**src/hdl/axi_mux_pkg.sv**
```systemverilog
package axi_mux_pkg;

	// AXI4-Lite bus geometry
	localparam int axi_data_width = 32;
	localparam int axi_addr_width = 11;
	localparam int axi_strb_width = axi_data_width / 8;

	// Lowest address bit that selects a 32-bit register
	localparam int word_addr_lsb = $clog2(axi_strb_width);

	// Number of mapped registers, anything above answers with SLVERR
	localparam int n_reg = 2;

	// Datapath sizes
	localparam int n_inputs   = 4;
	localparam int lane_width = 8;
	localparam int sel_width  = 4;

	// AXI response codes
	localparam logic [1:0] resp_okay   = 2'b00;
	localparam logic [1:0] resp_slverr = 2'b10;

	// Register layout, highest register first so that register 0 sits in the low word
	typedef struct packed {
		// Register 1
		logic [axi_data_width-1:0]           pad_reg1;
		// Register 0
		logic [axi_data_width-sel_width-1:0] pad_reg0;
		logic [sel_width-1:0]                sel;
	} mux_regs_t;

endpackage

```
**src/hdl/axi_lite_ipif.sv**
```systemverilog
module axi_lite_ipif (
	input  logic                                   s_axi_aclk,
	input  logic                                   rst_n,
	input  logic [axi_mux_pkg::axi_addr_width-1:0] s_axi_awaddr,
	input  logic                                   s_axi_awvalid,
	output logic                                   s_axi_awready,
	input  logic [axi_mux_pkg::axi_data_width-1:0] s_axi_wdata,
	input  logic [axi_mux_pkg::axi_strb_width-1:0] s_axi_wstrb,
	input  logic                                   s_axi_wvalid,
	output logic                                   s_axi_wready,
	output logic [1:0]                             s_axi_bresp,
	output logic                                   s_axi_bvalid,
	input  logic                                   s_axi_bready,
	input  logic [axi_mux_pkg::axi_addr_width-1:0] s_axi_araddr,
	input  logic                                   s_axi_arvalid,
	output logic                                   s_axi_arready,
	output logic [axi_mux_pkg::axi_data_width-1:0] s_axi_rdata,
	output logic [1:0]                             s_axi_rresp,
	output logic                                   s_axi_rvalid,
	input  logic                                   s_axi_rready,
	output logic [axi_mux_pkg::axi_data_width-1:0] bus_data,
	output logic [axi_mux_pkg::axi_strb_width-1:0] bus_be,
	output logic [axi_mux_pkg::n_reg-1:0]          wr_ce,
	output logic [axi_mux_pkg::n_reg-1:0]          rd_ce,
	output logic                                   bus_rst_n,
	input  logic [axi_mux_pkg::axi_data_width-1:0] ip_data,
	input  logic                                   wr_ack,
	input  logic                                   rd_ack
);
	import axi_mux_pkg::*;

	localparam int word_addr_width = axi_addr_width - word_addr_lsb;

	typedef enum logic [2:0] {
		st_idle,
		st_wr_strobe,
		st_wr_wait,
		st_wr_resp,
		st_rd_strobe,
		st_rd_wait,
		st_rd_resp
	} state_t;

	state_t                     state;
	logic [axi_addr_width-1:0]  addr_q;
	logic [word_addr_width-1:0] word_addr;
	logic [n_reg-1:0]           ce_onehot;
	logic                       addr_err;
	logic                       wr_start;
	logic                       rd_start;
	logic                       wr_done;
	logic                       rd_done;

	// A write with both address and data present wins over a pending read
	assign wr_start = (state == st_idle) && s_axi_awvalid && s_axi_wvalid;
	assign rd_start = (state == st_idle) && s_axi_arvalid && !(s_axi_awvalid && s_axi_wvalid);

	// Decode the latched word address into one strobe bit per register
	assign word_addr = addr_q[axi_addr_width-1:word_addr_lsb];

	always_comb begin
		ce_onehot = '0;
		for (int i = 0; i < n_reg; i++) begin
			ce_onehot[i] = (word_addr == word_addr_width'(i));
		end
	end

	assign addr_err = ~|ce_onehot;

	// Strobes last exactly one cycle, an unmapped address never gets one
	assign wr_ce = (state == st_wr_strobe) ? ce_onehot : '0;
	assign rd_ce = (state == st_rd_strobe) ? ce_onehot : '0;

	// Unmapped accesses complete right after acceptance, mapped ones on the acknowledge
	assign wr_done = ((state == st_wr_strobe) && addr_err) || ((state == st_wr_wait) && wr_ack);
	assign rd_done = ((state == st_rd_strobe) && addr_err) || ((state == st_rd_wait) && rd_ack);

	assign s_axi_awready = wr_done;
	assign s_axi_wready  = wr_done;
	assign s_axi_arready = rd_done;

	// Register reset is released on a clock edge
	always_ff @(posedge s_axi_aclk or negedge rst_n) begin
		if (!rst_n) begin
			bus_rst_n <= 1'b0;
		end else begin
			bus_rst_n <= 1'b1;
		end
	end

	always_ff @(posedge s_axi_aclk) begin
		if (wr_start) begin
			addr_q   <= s_axi_awaddr;
			bus_data <= s_axi_wdata;
			bus_be   <= s_axi_wstrb;
		end else if (rd_start) begin
			addr_q <= s_axi_araddr;
		end
	end

	always_ff @(posedge s_axi_aclk) begin
		if (wr_done) begin
			s_axi_bresp <= addr_err ? resp_slverr : resp_okay;
		end
		if (rd_done) begin
			s_axi_rresp <= addr_err ? resp_slverr : resp_okay;
			s_axi_rdata <= addr_err ? '0 : ip_data;
		end
	end

	always_ff @(posedge s_axi_aclk or negedge rst_n) begin
		if (!rst_n) begin
			state        <= st_idle;
			s_axi_bvalid <= 1'b0;
			s_axi_rvalid <= 1'b0;
		end else begin
			case (state)
				st_idle: begin
					if (wr_start) begin
						state <= st_wr_strobe;
					end else if (rd_start) begin
						state <= st_rd_strobe;
					end
				end
				st_wr_strobe, st_wr_wait: begin
					if (wr_done) begin
						s_axi_bvalid <= 1'b1;
						state        <= st_wr_resp;
					end else begin
						state <= st_wr_wait;
					end
				end
				st_wr_resp: begin
					if (s_axi_bready) begin
						s_axi_bvalid <= 1'b0;
						state        <= st_idle;
					end
				end
				st_rd_strobe, st_rd_wait: begin
					if (rd_done) begin
						s_axi_rvalid <= 1'b1;
						state        <= st_rd_resp;
					end else begin
						state <= st_rd_wait;
					end
				end
				st_rd_resp: begin
					if (s_axi_rready) begin
						s_axi_rvalid <= 1'b0;
						state        <= st_idle;
					end
				end
				default: begin
					state <= st_idle;
				end
			endcase
		end
	end

endmodule

```
**src/hdl/ipif_param_regs.sv**
```systemverilog
module ipif_param_regs #(
	parameter type param_t = logic [axi_mux_pkg::axi_data_width-1:0],
	localparam int n_words = $bits(param_t) / axi_mux_pkg::axi_data_width
) (
	input  logic                                   s_axi_aclk,
	input  logic                                   bus_rst_n,
	input  logic [axi_mux_pkg::axi_data_width-1:0] bus_data,
	input  logic [axi_mux_pkg::axi_strb_width-1:0] bus_be,
	input  logic [n_words-1:0]                     wr_ce,
	input  logic [n_words-1:0]                     rd_ce,
	input  param_t                                 params_in,
	output logic [axi_mux_pkg::axi_data_width-1:0] ip_data,
	output logic                                   wr_ack,
	output logic                                   rd_ack,
	output param_t                                 params_out
);
	import axi_mux_pkg::*;

	// Word 0 of the array is the low word of the struct
	logic [n_words-1:0][axi_data_width-1:0] regs;
	logic [n_words-1:0][axi_data_width-1:0] readback;
	logic [axi_data_width-1:0]              rd_word;

	assign params_out = param_t'(regs);
	assign readback   = params_in;

	// Only bytes with their enable set are written
	always_ff @(posedge s_axi_aclk or negedge bus_rst_n) begin
		if (!bus_rst_n) begin
			regs <= '0;
		end else begin
			for (int w = 0; w < n_words; w++) begin
				for (int b = 0; b < axi_strb_width; b++) begin
					if (wr_ce[w] && bus_be[b]) begin
						regs[w][8*b +: 8] <= bus_data[8*b +: 8];
					end
				end
			end
		end
	end

	// At most one read strobe is high, so the words can be OR-ed together
	always_comb begin
		rd_word = '0;
		for (int w = 0; w < n_words; w++) begin
			if (rd_ce[w]) begin
				rd_word = rd_word | readback[w];
			end
		end
	end

	always_ff @(posedge s_axi_aclk) begin
		if (|rd_ce) begin
			ip_data <= rd_word;
		end
	end

	// Acknowledge on the cycle after the strobe
	always_ff @(posedge s_axi_aclk or negedge bus_rst_n) begin
		if (!bus_rst_n) begin
			wr_ack <= 1'b0;
			rd_ack <= 1'b0;
		end else begin
			wr_ack <= |wr_ce;
			rd_ack <= |rd_ce;
		end
	end

endmodule

```
**src/hdl/axi_mux.sv**
```systemverilog
module axi_mux (
	input  logic                                                    s_axi_aclk,
	input  logic                                                    rst_n,
	input  logic [axi_mux_pkg::axi_addr_width-1:0]                  s_axi_awaddr,
	input  logic                                                    s_axi_awvalid,
	output logic                                                    s_axi_awready,
	input  logic [axi_mux_pkg::axi_data_width-1:0]                  s_axi_wdata,
	input  logic [axi_mux_pkg::axi_strb_width-1:0]                  s_axi_wstrb,
	input  logic                                                    s_axi_wvalid,
	output logic                                                    s_axi_wready,
	output logic [1:0]                                              s_axi_bresp,
	output logic                                                    s_axi_bvalid,
	input  logic                                                    s_axi_bready,
	input  logic [axi_mux_pkg::axi_addr_width-1:0]                  s_axi_araddr,
	input  logic                                                    s_axi_arvalid,
	output logic                                                    s_axi_arready,
	output logic [axi_mux_pkg::axi_data_width-1:0]                  s_axi_rdata,
	output logic [1:0]                                              s_axi_rresp,
	output logic                                                    s_axi_rvalid,
	input  logic                                                    s_axi_rready,
	input  logic [axi_mux_pkg::n_inputs*axi_mux_pkg::lane_width-1:0] data_in,
	output logic [axi_mux_pkg::lane_width-1:0]                      data_out
);
	import axi_mux_pkg::*;

	logic [axi_data_width-1:0] bus_data;
	logic [axi_strb_width-1:0] bus_be;
	logic [n_reg-1:0]          wr_ce;
	logic [n_reg-1:0]          rd_ce;
	logic                      bus_rst_n;
	logic [axi_data_width-1:0] ip_data;
	logic                      wr_ack;
	logic                      rd_ack;
	mux_regs_t                 params_out;
	mux_regs_t                 params_in;

	axi_lite_ipif axi_ipif (
		.s_axi_aclk    (s_axi_aclk),
		.rst_n         (rst_n),
		.s_axi_awaddr  (s_axi_awaddr),
		.s_axi_awvalid (s_axi_awvalid),
		.s_axi_awready (s_axi_awready),
		.s_axi_wdata   (s_axi_wdata),
		.s_axi_wstrb   (s_axi_wstrb),
		.s_axi_wvalid  (s_axi_wvalid),
		.s_axi_wready  (s_axi_wready),
		.s_axi_bresp   (s_axi_bresp),
		.s_axi_bvalid  (s_axi_bvalid),
		.s_axi_bready  (s_axi_bready),
		.s_axi_araddr  (s_axi_araddr),
		.s_axi_arvalid (s_axi_arvalid),
		.s_axi_arready (s_axi_arready),
		.s_axi_rdata   (s_axi_rdata),
		.s_axi_rresp   (s_axi_rresp),
		.s_axi_rvalid  (s_axi_rvalid),
		.s_axi_rready  (s_axi_rready),
		.bus_data      (bus_data),
		.bus_be        (bus_be),
		.wr_ce         (wr_ce),
		.rd_ce         (rd_ce),
		.bus_rst_n     (bus_rst_n),
		.ip_data       (ip_data),
		.wr_ack        (wr_ack),
		.rd_ack        (rd_ack)
	);

	ipif_param_regs #(
		.param_t (mux_regs_t)
	) param_regs (
		.s_axi_aclk (s_axi_aclk),
		.bus_rst_n  (bus_rst_n),
		.bus_data   (bus_data),
		.bus_be     (bus_be),
		.wr_ce      (wr_ce),
		.rd_ce      (rd_ce),
		.params_in  (params_in),
		.ip_data    (ip_data),
		.wr_ack     (wr_ack),
		.rd_ack     (rd_ack),
		.params_out (params_out)
	);

	// Padding reads back as zero whatever was written there
	always_comb begin
		params_in          = params_out;
		params_in.pad_reg0 = '0;
		params_in.pad_reg1 = '0;
	end

	// Select codes past the last lane give a zero output
	always_comb begin
		data_out = '0;
		if (params_out.sel < sel_width'(n_inputs)) begin
			data_out = data_in[params_out.sel*lane_width +: lane_width];
		end
	end

endmodule

```
**config.mk**
```make
export PLATFORM = sky130hd
export DESIGN_NAME = axi_mux
export DESIGN_NICKNAME = d
export VERILOG_FILES = /design/src/hdl/axi_mux_pkg.sv /design/src/hdl/axi_lite_ipif.sv /design/src/hdl/ipif_param_regs.sv /design/src/hdl/axi_mux.sv
export SDC_FILE = /design/constraint.sdc
export NUM_CORES = 1
export LEC_CHECK = 0
export ABC_AREA = 1
export BUFFER_PORTS_ARGS = -buffer_cell sky130_fd_sc_hd__clkbuf_2
export CAP_MARGIN = 40
export CORE_MARGIN = 3
export CORE_UTILIZATION = 38
export DETAILED_ROUTE_END_ITERATION = 8
export GPL_TIMING_DRIVEN = 0
export PLACE_DENSITY = 0.76
export SLEW_MARGIN = 20
export SYNTH_ARGS = -nofsm -noshare
export SYNTH_HDL_FRONTEND = slang
export SYNTH_SLANG_ARGS = --single-unit
```
**constraint.sdc**
```tcl
create_clock -name s_axi_aclk -period 1.7 [get_ports s_axi_aclk]
set_input_delay 0.255 -clock s_axi_aclk [delete_from_list [all_inputs] [get_ports s_axi_aclk]]
set_output_delay 0.255 -clock s_axi_aclk [all_outputs]
set_load 0.01 [all_outputs]
```
# Yosys cells after proc, flatten, opt, wreduce, memory -nomap -nowiden
# Cells that the tools add are included.
[classes] add_sub_neg=0 n_mul=0 div_mod_pow=0 magnitude_cmp=1 n_eq_ne=12 shifts=1 muxes=19 bitwise_logic=0 n_reduce_logical=27
[op_table] cell="indexed part select 32 x 8 -> 8 bit" count=1
[op_table] cell="two-way mux 11 bit" count=2
[op_table] cell="one-hot mux 3 bit (5 select lines)" count=1
[op_table] cell="two-way mux 3 bit" count=4
[op_table] cell="logical AND 1 bit" count=10
[op_table] cell="OR reduction 2 bit" count=5
[op_table] cell="equality test 3 bit, second input constant" count=3
[op_table] cell="equality test 9 x 1 -> 1 bit, second input constant" count=1
[op_table] cell="logical NOT 9 bit" count=1
[op_table] cell="AND reduction 3 bit" count=3
[op_table] cell="two-way mux 2 bit" count=4
[op_table] cell="two-way mux 8 bit" count=1
[op_table] cell="inequality test 2 bit, second input constant" count=4
[op_table] cell="equality test 3 x 2 -> 1 bit, second input constant" count=2
[op_table] cell="nonzero test 2 bit" count=3
[op_table] cell="two-way mux 1 bit" count=5
[op_table] cell="< comparator 4 x 3 -> 1 bit, second input constant" count=1
[op_table] cell="one-hot mux 1 bit (2 select lines)" count=2
[op_table] cell="equality test 3 x 1 -> 1 bit, second input constant" count=1
[op_table] cell="logical NOT 3 bit" count=1
[op_table] cell="inequality test 3 x 1 -> 1 bit, second input constant" count=1
[op_table] cell="logical NOT 1 bit" count=2
[op_table] cell="logical OR 1 bit" count=2
[word_totals] ff_bits=96 latchBits=0 ramBits=0 mem_bits_ro=0 input_bits=97 out_inout_bits=49 memories=0

# Longest topological paths before layout
[depth] ltp_word=7 ltp_mapped=7

# By module
# Synthesis repeated with hierarchy kept, for this count alone.
[unflattened] cells_unflattened=767 area_unflattened_um2=7762.4
[modules_own_cells] module="ipif_param_regs" instances=1 cells_per_inst=420 area_per_inst_um2=4060.1 seq_area_each_um2=2612.5
[modules_own_cells] module="axi_lite_ipif" instances=1 cells_per_inst=250 area_per_inst_um2=3274.4 seq_area_each_um2=2522.4
[modules_own_cells] module="axi_mux" instances=1 cells_per_inst=97 area_per_inst_um2=427.9 seq_area_each_um2=0.0

# Least setup slack after synthesis
# OpenSTA, ideal clock, no wires.
[synth_path] path_kind="flip-flop to flip-flop" from="register axi_ipif.state[2]" to="register axi_ipif.addr_q[10], enable pin" setup_time_ns=0.374 arrival_time_ns=1.147 required_time_ns=1.326 path_slack_ns=0.178 path_stages_with_launch=4 cell_sequence="dfrtp_1 -> nor2_1 -> nand2_1 -> nor2_1"
[synth_between] elab_chain_len=4 elab_cells_between_ends=6 classes_between="reduce/logical: 6"
[synth_lines] item="start: declaration" line="axi_lite_ipif.sv:44" source="state_t state;"
[synth_lines] item="start signal: assignment" line="axi_lite_ipif.sv:113" source="state <= st_idle;"
[synth_lines] item="start signal: assignment" line="axi_lite_ipif.sv:120" source="state <= st_wr_strobe;"
[synth_lines] item="start signal: assignment" line="axi_lite_ipif.sv:122" source="state <= st_rd_strobe;"
[synth_lines] item="logical NOT 3 bit (*)" line="axi_lite_ipif.sv:55, axi_lite_ipif.sv:56"
[synth_lines] item="logical AND 1 bit, on equally long branches (2 in a row)" line="axi_lite_ipif.sv:56, axi_lite_ipif.sv:55"
[synth_lines] item="nonzero test 2 bit (no line) (*)"
[synth_lines] item="end signal: assignment" line="axi_lite_ipif.sv:93" source="addr_q <= s_axi_awaddr;"
[synth_lines] item="end signal: assignment" line="axi_lite_ipif.sv:97" source="addr_q <= s_axi_araddr;"
[synth_lines] item="end: declaration" line="axi_lite_ipif.sv:45" source="logic [axi_addr_width-1:0] addr_q;"
# Every way passes the cells marked *; elsewhere a longest branch is shown, timed or not.
# A chain may end at the register's enable or synchronous reset.

# Final worst setup path
[layout_path] from="register param_regs.regs, in the netlist param_regs.params_out[0]" to="output port data_out[0] (netlist name)"
[layout_between] elab_chain_len=2 elab_cells_between_ends=3 classes_between="order compare: 1; shift: 1; mux: 1"
[layout_lines] item="start: declaration" line="ipif_param_regs.sv:20" source="logic [n_words-1:0][axi_data_width-1:0] regs;"
[layout_lines] item="start signal: indexed assignment" line="ipif_param_regs.sv:35" source="regs[w][8*b +: 8] <= bus_data[8*b +: 8];"
[layout_lines] item="indexed part select 32 x 8 -> 8 bit or < comparator 4 x 3 -> 1 bit (tied branches)" line="axi_mux.sv:94, axi_mux.sv:93"
[layout_lines] item="two-way mux 8 bit (*)" line="axi_mux.sv:93" source="if (params_out.sel < sel_width'(n_inputs)) begin"
[layout_lines] item="end: declaration" line="axi_mux.sv:22" source="output logic [axi_mux_pkg::lane_width-1:0] data_out"
# Marked as above.

==> impl_metrics.csv <==
group,metric,value,unit
cts,cts.sinks,36,
route,vias,1863,
timing,hold_violations,0,
floorplan,fp-row-count,25,
floorplan,core-area,0.004942,sq mm
synthesis,synth_cell_types,22,
setup_path,cpMaxStageDelayCell,"dfrtp_1",
synthesis,ys.flop_type,"edfxtp_1",
setup_path,worstPathRequired,1.44,ns
setup_path,max_stage_delay,0.39,ns
power,p_sw_share,33.31,%
setup_path,startpoint_type,"flop",
worst_hold_path,hold_path_class,"reg -> async",
setup_path,crit_arrival,1.44,ns
global_routing,antenna_found_initial,0,
timing,final.min_clock_period,1.691,ns
route,drt-total-wl,4.607,mm
floorplan,die_x,78.90,um
setup_path,path_cells,"buf_6 > clkbuf_16 > nor2_2 > nor2_1 > o21ai_0 > a21oi_1 > buf_2",
route,wl_met1,1.875,mm
global_routing,grt_pass1_vias,1656,
route,highest_layer,"met4",
place,port-buffer-count,80,
synthesis,synth-edff-count,24,
layout,fin_util,59.75,%
timing,maxSlewViolCount,0,
route,wl_met3,320,um
timing,skew,0.005093,ns
synthesis,ys_seq_area_share,50.56,%
synthesis,ys_seq_elements,36,
setup_path,worstPathMaxFanout,6,
route,routedWlPerCell,10.45,um
power,p_sw,969.0,uW
floorplan,die_h,78.90,um
route,final_antenna_net_count,0,
synthesis,avgSynthCellArea,8.379,sq um
layout,fill_cells,444,
floorplan,io_pins,146,
synthesis,netlist_area,0.002019,sq mm
cts,root_buffer,"clkbuf_8",
synthesis,yosys.area.top_type_share,35.69,%
run_status,status,"finished clean",
global_routing,grt_pass1_wl,6.934,mm
power,power_density,985.3,mW/mm^2
timing,post-route-period-util,99.50,%
layout,syn_to_final_growth,46.22,%
place,gp_congestion,0.8140,
setup_path,path_buf_inv,3,
setup_path,cp-end-kind,"output port",
route,drc,0,
synthesis,async_flop_share,33.33,%
synthesis,synth_commonest_cells,"50 x nor2_1, 40 x nand2_1, 32 x buf_4",
synthesis,synth_cells,241,
setup_path,critical-path-top-delay-family,"buffers and inverters",
timing,setup_viol,0,
cts,numCtsBuffers,5,
route,first_pass_iters,4,
synthesis,post-synth-top-count-cell,"nor2_1",
power,combPwrFrac,38.1,%
floorplan,start_util,40.86,%
route,vias_per_cell,4.224,
synthesis,synth.area.top_cells,"edfxtp_1 36%, dfrtp_1 15%, buf_4 12%, nor2_1 9.3%, nand2_1 7.4%",
timing,tns,0,ns
power,clkPwrFrac,19.8,%
global_routing,grt_max_degree,15,
timing,rsz0062_at_grt,"true",
layout,multi_input_area,823.3,sq um
layout,n_antenna_cell,0,
synthesis,ys_warn_count,0,
floorplan,dieArea,0.006225,sq mm
synthesis,synth.largest_area_cell,"edfxtp_1",
layout,drive_gt1_share,44.65,%
cts,htree_num_levels,2,
cts,clock_latency,0.28,ns
power,ir_worst_vdd,0.5504,mV
route,dr_wl_met2,2.341,mm
power,p_int,1.940,mW
power,seq_power_share,42.1,%
cts,path_clk_slew,0.07,ns
flow_run,cap_viol_max_count,0,
timing,clock.fmax,591.2,MHz
cts,cts_tree,"done",
place,dpl.hpwl,3.503,mm
setup_path,critPathKind,"reg -> out",
layout,num-nets-final,470,
layout,regArea,0.001023,sq mm
cts,clock_path_buffers,2,
global_routing,grtUsageTotal,13.78,%
route,drt-initial-drc-count,101,
global_routing,grt.overflow.total,0,
power,p_leak,1.495,nW
==> power groups by stage <==
stage / logic [mW] / clock network (mW) / registers [mW]
6_report: 1.11 / 0.576 / 1.22
3_5_place_dp: 0.788 / 0 / 1.23
3_3_place_gp: 0.779 / 0 / 1.22
5_1_grt: 1.22 / 0.620 / 1.24
2_1_floorplan: 0.522 / 0 / 1.23
4_1_cts: 0.862 / 0.589 / 1.22
==> state kept, by name, indices dropped and copies added (netlist names), 3 cells and up <==
name / flops
axi_ipif.addr_q: 9
axi_ipif.bus_data: 4
axi_ipif.s_axi_rdata: 4
axi_ipif.state: 3
param_regs.ip_data: 4
param_regs.params_out: 4
==> cells in the final DEF, fill, tap and decap left out, types with 5 or more instances in the layout <==
cell,instances
o21ai_1,10
buf_2,9
nand3_1,9
nor2_1,41
dfrtp_1,10
buf_6,6
clkbuf_2,70
inv_1,16
o21ai_0,13
edfxtp_1,24
a21oi_1,9
nand2_1,36
clkbuf_8,5
nor2_2,10
conb_1,31
buf_4,45
==> final timing paths <==
kind,startpoint,end,slack [ns],depth (start not counted)
worst max-delay path,param_regs.params_out[0],data_out[0],0.009,7
worst min-delay path,axi_ipif.bus_rst_n,param_regs.rd_ack,0.10,0
worst max register to register,axi_ipif.state[2],axi_ipif.addr_q[2],0.18,3
worst min register to register,axi_ipif.bus_rst_n,param_regs.rd_ack,0.10,0
max in group asynchronous,rst_n,axi_ipif.state[0],1.17,2
min in group s_axi_aclk,s_axi_wdata[3],axi_ipif.bus_data[3],0.14,1
==> layout make-up <==
| class | count | share of cell area, % |
|---|---|---|
| tap | 67 | 2.839 |
| clock buffer | 7 | 2.585 |
| buffer | 36 | 9.788 |
| multi-input combinational | 175 | 27.88 |
| timing repair buffer | 97 | 19.03 |
| inverter | 22 | 3.051 |
| clock inverter | 1 | 0.1695 |
| sequential | 36 | 34.66 |
==> stage by stage <==
| stage | setup slack (ns) | area (sq um) | hold WS (ns) | power, mW | std cells |
|---|---|---|---|---|---|
| after CTS | -0.04588 | 2770 | 0.1065 | 2.667 | 428 |
| after global routing | -0.07338 | 2953 | 0.1207 | 3.081 | 441 |
| final | 0.008528 | 2953 | 0.1043 | 2.909 | 441 |
| after floorplan | 0.1784 | 2128 | -0.04059 | 1.756 | 270 |
| after detailed placement | -0.1082 | 2613 | 0.1001 | 2.017 | 417 |
| after global placement | -0.02202 | 2613 | 0.09327 | 2.001 | 417 |
==> worst register-to-register path, cell delays in order (launching register included) <==
cell     delay [ns]
dfrtp_2        0.47
nor2_2         0.15
nand2_1        0.14
nor2_2         0.40
==> what timing repair did <==
action                     in CTS  in global routing
pin swaps                       1                 11
gates cloned                    0                  2
resized for setup              21                 36
setup endpoints to repair      20                 14
setup buffers                   2                 12
hold buffers                    1                  0
hold endpoints to repair        6                  0
==> layer usage <==
| layer | vias to the layer above | GRT usage, % |
|---|---|---|
| met3 | 8 | 3.968 |
| met1 | 803 | 15.69 |
| li1 | 982 | - |
| met2 | 70 | 24.11 |
| met4 | 0 | 5.842 |
| met5 | - | 0 |
==> cell families after synthesis <==
kind of cell | count (synthesis) | share of synthesized area [%]
buf+inv | 59 | 17.22
other cells | 2 | 0.3719
simple gates | 110 | 23.42
compound gates | 34 | 8.426
flops | 36 | 50.56
Note: power is estimated with default switching activity, not from simulation.
